==> src/common/safe_domain_pkg.sv <==
// Bus widths, pad config width, pad mux selector encoding and pad register word layout

package safe_domain_pkg;

        //**************************************************
        // Bus widths
        //**************************************************

        // Wishbone data word
        localparam int unsigned WB_DATA_W  = 32;

        // Word address, register index equals address
        localparam int unsigned WB_ADR_W   = 8;

        //**************************************************
        // Pad register layout
        //**************************************************

        // Electrical config handed to the pad frame
        // (drive strength, pull up, pull down and similar)
        localparam int unsigned PAD_CFG_W  = 6;

        // Upper bits of the pad word that hold nothing
        localparam int unsigned PAD_RSVD_W = WB_DATA_W - PAD_CFG_W - 2;

        // What drives a pad
        typedef enum logic [1:0] {
                // GPIO bit owns the pad
                PAD_GPIO  = 2'd0,
                // Peripheral function of this pad
                PAD_ALT   = 2'd1,
                // Reserved codes, pad is parked
                PAD_OFF_2 = 2'd2,
                PAD_OFF_3 = 2'd3
        } pad_mux_e;

        // One pad register, seen as a bus word or as its fields
        typedef union packed {
                // Raw Wishbone data word
                logic [WB_DATA_W-1:0] raw;

                // Decoded view, top bits first
                struct packed {
                        logic [PAD_RSVD_W-1:0] rsvd;
                        logic [PAD_CFG_W-1:0]  cfg;
                        pad_mux_e              mux;
                } fields;
        } pad_reg_u;

endpackage

==> src/hdl/safe_domain.sv <==
// Always-on pad block top level with pad config registers and pad mux

`timescale 1ns/100ps

module safe_domain
        #(
                parameter int unsigned N_PADS = 8
        )
        (
                input  logic                                     ref_clk_i    ,
                input  logic                                     reset_i      ,

                //**************************************************
                // Wishbone classic slave
                //**************************************************

                input  logic                                     wb_cyc_i     ,
                input  logic                                     wb_stb_i     ,
                input  logic                                     wb_we_i      ,
                input  logic [safe_domain_pkg::WB_ADR_W-1:0]     wb_adr_i     ,
                input  logic [safe_domain_pkg::WB_DATA_W-1:0]    wb_dat_i     ,
                output logic [safe_domain_pkg::WB_DATA_W-1:0]    wb_dat_o     ,
                output logic                                     wb_ack_o     ,

                //**************************************************
                // SoC side
                //**************************************************

                input  logic [N_PADS-1:0]                        gpio_out_i   ,
                input  logic [N_PADS-1:0]                        gpio_dir_i   ,
                output logic [N_PADS-1:0]                        gpio_in_o    ,
                input  logic [N_PADS-1:0]                        periph_out_i ,
                input  logic [N_PADS-1:0]                        periph_oe_i  ,
                output logic [N_PADS-1:0]                        periph_in_o  ,

                //**************************************************
                // Pad frame side
                //**************************************************

                input  logic [N_PADS-1:0]                        pad_in_i     ,
                output logic [N_PADS-1:0]                        pad_out_o    ,
                output logic [N_PADS-1:0]                        pad_oe_o     ,
                output logic [N_PADS-1:0][safe_domain_pkg::PAD_CFG_W-1:0] pad_cfg_o
        );

        // Selector per pad, register block to mux
        safe_domain_pkg::pad_mux_e [N_PADS-1:0] s_pad_mux_sel;

        // Register block on the bus
        pad_cfg_regs
        #(
                .N_PADS        ( N_PADS        )
        )
        i_pad_cfg_regs
        (
                .ref_clk_i     ( ref_clk_i     ),
                .reset_i       ( reset_i       ),
                .wb_cyc_i      ( wb_cyc_i      ),
                .wb_stb_i      ( wb_stb_i      ),
                .wb_we_i       ( wb_we_i       ),
                .wb_adr_i      ( wb_adr_i      ),
                .wb_dat_i      ( wb_dat_i      ),
                .wb_dat_o      ( wb_dat_o      ),
                .wb_ack_o      ( wb_ack_o      ),
                .pad_mux_sel_o ( s_pad_mux_sel ),
                .pad_cfg_o     ( pad_cfg_o     )
        );

        // Pad routing and GPIO input sampling
        pad_mux
        #(
                .N_PADS        ( N_PADS        )
        )
        i_pad_mux
        (
                .ref_clk_i     ( ref_clk_i     ),
                .reset_i       ( reset_i       ),
                .pad_mux_sel_i ( s_pad_mux_sel ),
                .gpio_out_i    ( gpio_out_i    ),
                .gpio_dir_i    ( gpio_dir_i    ),
                .periph_out_i  ( periph_out_i  ),
                .periph_oe_i   ( periph_oe_i   ),
                .periph_in_o   ( periph_in_o   ),
                .gpio_in_o     ( gpio_in_o     ),
                .pad_in_i      ( pad_in_i      ),
                .pad_out_o     ( pad_out_o     ),
                .pad_oe_o      ( pad_oe_o      )
        );

endmodule

==> src/pad_ctrl/pad_cfg_regs.sv <==
// Wishbone classic slave holding the mux selector and electrical config of each pad

`timescale 1ns/100ps

module pad_cfg_regs
        #(
                parameter int unsigned N_PADS = 8
        )
        (
                input  logic                                     ref_clk_i     ,
                input  logic                                     reset_i       ,

                //**************************************************
                // Wishbone classic slave
                //**************************************************

                input  logic                                     wb_cyc_i      ,
                input  logic                                     wb_stb_i      ,
                input  logic                                     wb_we_i       ,
                input  logic [safe_domain_pkg::WB_ADR_W-1:0]     wb_adr_i      ,
                input  logic [safe_domain_pkg::WB_DATA_W-1:0]    wb_dat_i      ,
                output logic [safe_domain_pkg::WB_DATA_W-1:0]    wb_dat_o      ,
                output logic                                     wb_ack_o      ,

                //**************************************************
                // Pad settings
                //**************************************************

                output safe_domain_pkg::pad_mux_e [N_PADS-1:0]   pad_mux_sel_o ,
                output logic [N_PADS-1:0][safe_domain_pkg::PAD_CFG_W-1:0] pad_cfg_o
        );

        // Index bits needed to address N_PADS registers
        localparam int unsigned IDX_W = (N_PADS > 1) ? $clog2(N_PADS) : 1;

        // Stored pad fields, reserved bits are not kept
        safe_domain_pkg::pad_mux_e [N_PADS-1:0]                mux_q;
        logic [N_PADS-1:0][safe_domain_pkg::PAD_CFG_W-1:0]     cfg_q;

        // Bus side state
        logic                                                  ack_q;
        logic [safe_domain_pkg::WB_DATA_W-1:0]                 rdata_q;

        // Address decode
        logic                                                  req;
        logic                                                  in_range;
        logic [IDX_W-1:0]                                      reg_idx;

        // Write data split into fields, read data assembled from fields
        safe_domain_pkg::pad_reg_u                             wr_word;
        safe_domain_pkg::pad_reg_u                             rd_word;

        //**************************************************
        // Request and address decode
        //**************************************************

        // New access only when the previous one was not just acked
        assign req      = wb_cyc_i & wb_stb_i & ~ack_q;

        assign reg_idx  = wb_adr_i[IDX_W-1:0];
        assign in_range = (32'(wb_adr_i) < N_PADS);

        assign wr_word.raw = wb_dat_i;

        // Selected register seen through the union, reserved bits stay zero
        always_comb
        begin
                rd_word.raw = '0;
                if (in_range)
                begin
                        rd_word.fields.mux = mux_q[reg_idx];
                        rd_word.fields.cfg = cfg_q[reg_idx];
                end
        end

        //**************************************************
        // Pad registers
        //**************************************************

        always_ff @(posedge ref_clk_i)
        begin
                if (reset_i)
                begin
                        for (int p = 0; p < N_PADS; p++)
                        begin
                                mux_q[p] <= safe_domain_pkg::PAD_GPIO;
                                cfg_q[p] <= '0;
                        end
                end
                else if (req && wb_we_i && in_range)
                begin
                        // Out of range writes are dropped
                        mux_q[reg_idx] <= wr_word.fields.mux;
                        cfg_q[reg_idx] <= wr_word.fields.cfg;
                end
        end

        //**************************************************
        // Acknowledge and read data
        //**************************************************

        always_ff @(posedge ref_clk_i)
        begin
                if (reset_i)
                begin
                        ack_q   <= 1'b0;
                        rdata_q <= '0;
                end
                else
                begin
                        // Single cycle ack, never two in a row
                        ack_q <= req;
                        if (req)
                        begin
                                rdata_q <= rd_word.raw;
                        end
                end
        end

        assign wb_ack_o = ack_q;
        assign wb_dat_o = rdata_q;

        // Settings go straight from the registers
        assign pad_mux_sel_o = mux_q;
        assign pad_cfg_o     = cfg_q;

endmodule

==> src/pad_ctrl/pad_mux.sv <==
// Per-pad output and enable selection, peripheral input gating and GPIO input synchronizer

`timescale 1ns/100ps

module pad_mux
        #(
                parameter int unsigned N_PADS = 8
        )
        (
                input  logic                                   ref_clk_i     ,
                input  logic                                   reset_i       ,

                // Selector per pad from the register block
                input  safe_domain_pkg::pad_mux_e [N_PADS-1:0] pad_mux_sel_i ,

                //**************************************************
                // SoC side
                //**************************************************

                input  logic [N_PADS-1:0]                      gpio_out_i    ,
                input  logic [N_PADS-1:0]                      gpio_dir_i    ,
                input  logic [N_PADS-1:0]                      periph_out_i  ,
                input  logic [N_PADS-1:0]                      periph_oe_i   ,
                output logic [N_PADS-1:0]                      periph_in_o   ,
                output logic [N_PADS-1:0]                      gpio_in_o     ,

                //**************************************************
                // Pad frame side
                //**************************************************

                input  logic [N_PADS-1:0]                      pad_in_i      ,
                output logic [N_PADS-1:0]                      pad_out_o     ,
                output logic [N_PADS-1:0]                      pad_oe_o
        );

        // Two flop chain for pad inputs going to GPIO
        logic [N_PADS-1:0] sync_q1;
        logic [N_PADS-1:0] sync_q2;

        //**************************************************
        // Routing
        //**************************************************

        always_comb
        begin
                for (int p = 0; p < N_PADS; p++)
                begin
                        // Parked unless a valid owner is selected
                        pad_out_o[p]   = 1'b0;
                        pad_oe_o[p]    = 1'b0;
                        periph_in_o[p] = 1'b0;

                        case (pad_mux_sel_i[p])
                                safe_domain_pkg::PAD_GPIO:
                                begin
                                        pad_out_o[p] = gpio_out_i[p];
                                        pad_oe_o[p]  = gpio_dir_i[p];
                                end

                                safe_domain_pkg::PAD_ALT:
                                begin
                                        pad_out_o[p]   = periph_out_i[p];
                                        pad_oe_o[p]    = periph_oe_i[p];
                                        // Peripheral only sees the pad it owns
                                        periph_in_o[p] = pad_in_i[p];
                                end

                                default:
                                begin
                                        pad_out_o[p]   = 1'b0;
                                        pad_oe_o[p]    = 1'b0;
                                        periph_in_o[p] = 1'b0;
                                end
                        endcase
                end
        end

        //**************************************************
        // GPIO input synchronizer
        //**************************************************

        // Every pad is sampled, whatever its selector
        always_ff @(posedge ref_clk_i)
        begin
                if (reset_i)
                begin
                        sync_q1 <= '0;
                        sync_q2 <= '0;
                end
                else
                begin
                        sync_q1 <= pad_in_i;
                        sync_q2 <= sync_q1;
                end
        end

        assign gpio_in_o = sync_q2;

endmodule

==> config.mk <==
export PLATFORM = sky130hd
export DESIGN_NAME = safe_domain
export DESIGN_NICKNAME = d
export VERILOG_FILES = /design/src/common/safe_domain_pkg.sv /design/src/hdl/safe_domain.sv /design/src/pad_ctrl/pad_cfg_regs.sv /design/src/pad_ctrl/pad_mux.sv
export SDC_FILE = /design/constraint.sdc
export NUM_CORES = 1
export LEC_CHECK = 0
export BUFFER_PORTS_ARGS = -buffer_cell sky130_fd_sc_hd__buf_4
export CAP_MARGIN = 20
export CORE_AREA = 2 2 95 97
export CTS_BUF_LIST = sky130_fd_sc_hd__clkbuf_4
export DETAILED_ROUTE_END_ITERATION = 8
export DIE_AREA = 0 0 97 99
export HOLD_SLACK_MARGIN = 0.06
export PLACE_DENSITY = 0.91
export SLEW_MARGIN = 20
export SYNTH_ARGS = -nofsm -noshare
export SYNTH_HDL_FRONTEND = slang
export SYNTH_HIERARCHICAL = 1
export SYNTH_SLANG_ARGS = --single-unit
==> constraint.sdc <==
create_clock -name ref_clk_i -period 3.1 [get_ports ref_clk_i]
set_clock_uncertainty 0.1 [all_clocks]
set_input_delay 0.31 -clock ref_clk_i [delete_from_list [all_inputs] [get_ports ref_clk_i]]
set_output_delay 0.31 -clock ref_clk_i [all_outputs]
set_load 0.02 [all_outputs]
==> metrics.txt <==
LEAKAGE 2.84 nW; Comb pwr share 0.117; family with the most delay on the worst path simple AND/OR/NAND/NOR gates; Post-CTS Setup Inserts 0; Initial Utilization 0.478; Worst Tran Pin Value 652 ps; Max stage delay cell, worst path nand4b_1; drt wl/cell 16.2 um; clock sinks 89; Resize count post-CTS 0; fillers 689; Setup TNS Final 0 ps; final wirelength 10.6 mm; VDD IR max 239 uV; GP Congestion 0.824; top achievable clock speed 0.486 GHz; Yosys reg bits 89; CP Max Fanout 8; total number of vias 3,304; number of nets still failing antenna checks after routing 0; sw power 0.000511 W; maximum clock path buffer count 2; Max Transition Viols Final 0; vias per cell 5.06; DRC viols 0; gr ovfl total 0; synthesis-to-finish area growth 32.1%; Sequential Power Share 0.565; io pins 198; Hold WC Path Type primary input to flop; initial antenna violation count 0; GRT Total Usage 0.222; number of H-tree levels 3; switching share of power 0.249; status finished, final reports clean; R2R Setup Slk 1040 ps; Nets 625; RSZ-0062 raised after global routing no; layout cells sized above 1 0.371; top cells by area, synth dfxtp_1, mux2i_1, mux4_2; DR iter-0 viols 164; WS Path Type flop to flop; CP bufs+invs 1; synthesized area 0.00409 mm2; die width 97 um; core area 0.00855 mm2; Cell variety after synth 27; Storage cell area 0.00178 mm2; dpl hpwl 7.80 mm; worst-skew pair later-pin latency 430 ps; Hold Vio Cnt, Final 0; CTS tree yes; multi-input logic area 0.00209 mm2; worst slew margin relative to its limit 0.563; Critical Path Source Type flop; crit-path max cell delay 540 ps; total of max-cap violations 0; cts hold-fix bufs 11; largest net degree at the start of global routing 45; Worst Path Required 3320 ps; Clock power frac 0.318; post-layout min period 2060 ps; Antenna Cells 0; syn avg cell area 10.4 um2; asr flop ratio synth 0; pwr dens 379 mW/mm2; clock buffer count from CTS 9; Seq/Total Area, Yosys 0.436; Mapped Cells 393; drt first pass iters 4; Yosys Warn Count 6; clock transition at the registers of the reported paths 130 ps; vias in the first global route 3,329; Root Driver clkbuf_4; Power Internal 0.00154 W; Post-synth EDFFs 0; row count 34; CP cell instances nor4bb_1, buf_4, nand4b_1, mux2i_1, nor2_1; Final Util 0.631; Tcrit/Tclk final 0.664; # setup viols final 0; Chip Height 99 um; share of the synthesized area in the top cell type 0.436; crit end category flop; die area 0.00960 mm2; first-pass GRT wire length 16.9 mm; arrival time at the worst endpoint 2280 ps; dominant register cell in the synthesized netlist dfxtp_1; I/O Buffers 149; Synth area leader dfxtp_1
## cell usage after synthesis, types with 3 or more instances
library cell   n
clkbuf_1      15
nor2_1        90
nand4_2        3
mux2i_1       87
nor2b_2        7
nor2b_1        4
and2b_2        6
buf_4         26
buf_2          7
nand4b_1       4
nand2_1       16
mux4_2        16
dfxtp_1       89
o21ai_0        7
## stage by stage
| step | hold WS (ps) | cell area (um2) | setup WS (ps) | power, W | cells |
|---|---|---|---|---|---|
| global placement | 316 | 5140 | 846 | 0.00140 | 626 |
| CTS | 66.0 | 5400 | 1030 | 0.00207 | 653 |
| detailed placement | 320 | 5140 | 744 | 0.00141 | 626 |
| finish | 96.3 | 5400 | 1040 | 0.00205 | 653 |
| floorplan | 314 | 4170 | 1450 | 0.00133 | 416 |
| global route | 70.0 | 5400 | 830 | 0.00213 | 653 |
## logic make-up after synthesis
logic type             share of synthesized area
multiplexers                               0.301
other                                   0.000918
AO/OA/AOI/OAI                             0.0116
AND/OR/NAND/NOR                            0.177
flip-flops                                 0.436
buffers and inverters                     0.0729
## layout by cell type (no fill, tap or decap), types with 7 or more instances in the layout
master and count:
buf_4 151, clkbuf_4 12, conb_1 24, dfxtp_1 89, dlygate4sd3_1 11, mux2i_1 87, mux4_2 16, nand2_1 16
nor2_1 90, nor2b_2 7, o21ai_0 7
## worst paths after layout
kind / end / cells past startpoint / from
max: i_pad_cfg_regs/pad_cfg_o[12] / 5 / i_pad_cfg_regs/wb_ack_o
min: i_pad_cfg_regs/pad_mux_sel_o[12] / 3 / wb_dat_i[0]
max reg2reg: i_pad_cfg_regs/pad_cfg_o[12] / 5 / i_pad_cfg_regs/wb_ack_o
min reg2reg: i_pad_mux/gpio_in_o[7] / 1 / i_pad_mux/sync_q1[7]
## layer usage
layer | vias up | wire length, um | share of wire | global-route usage
met4 | 0 | 242 | 0.023 | 0.104
li1 | 1589 | - | - | -
met1 | 1587 | 4220 | 0.40 | 0.260
met3 | 19 | 497 | 0.047 | 0.0440
met5 | - | 0 | 0 | 0
met2 | 109 | 5600 | 0.53 | 0.393
## state kept, by name, summed over array words and instances (netlist names)
name	count
i_pad_cfg_regs/pad_mux_sel_o	16
i_pad_cfg_regs/wb_dat_o	8
i_pad_cfg_regs/pad_cfg_o	48
i_pad_mux/sync_q1	8
i_pad_cfg_regs/wb_ack_o	1
i_pad_mux/gpio_in_o	8
## power by group through the flow
stage	Clock, W	Combinational [W]	Sequential, W
3_5_place_dp	0	0.000227	0.00118
3_3_place_gp	0	0.000220	0.00118
5_1_grt	0.000720	0.000255	0.00116
4_1_cts	0.000673	0.000238	0.00116
2_1_floorplan	0	0.000143	0.00119
6_report	0.000652	0.000239	0.00116
## tightest hold or removal path, delay by kind of cell
| kind | cells | cell delay, ps |
|---|---|---|
| buffers and inverters | 1 | 140 |
| multiplexers | 1 | 80 |
| AND/OR/NAND/NOR | 1 | 70 |
## area by class of cell
class | count | area share
multi-input cells | 278 | 0.388
flip-flops and latches | 89 | 0.330
repair buffers | 162 | 0.230
well taps | 108 | 0.0250
clock buffers | 12 | 0.0167
clock inverters | 4 | 0.00997
Note: power is estimated with default switching activity, not from simulation.
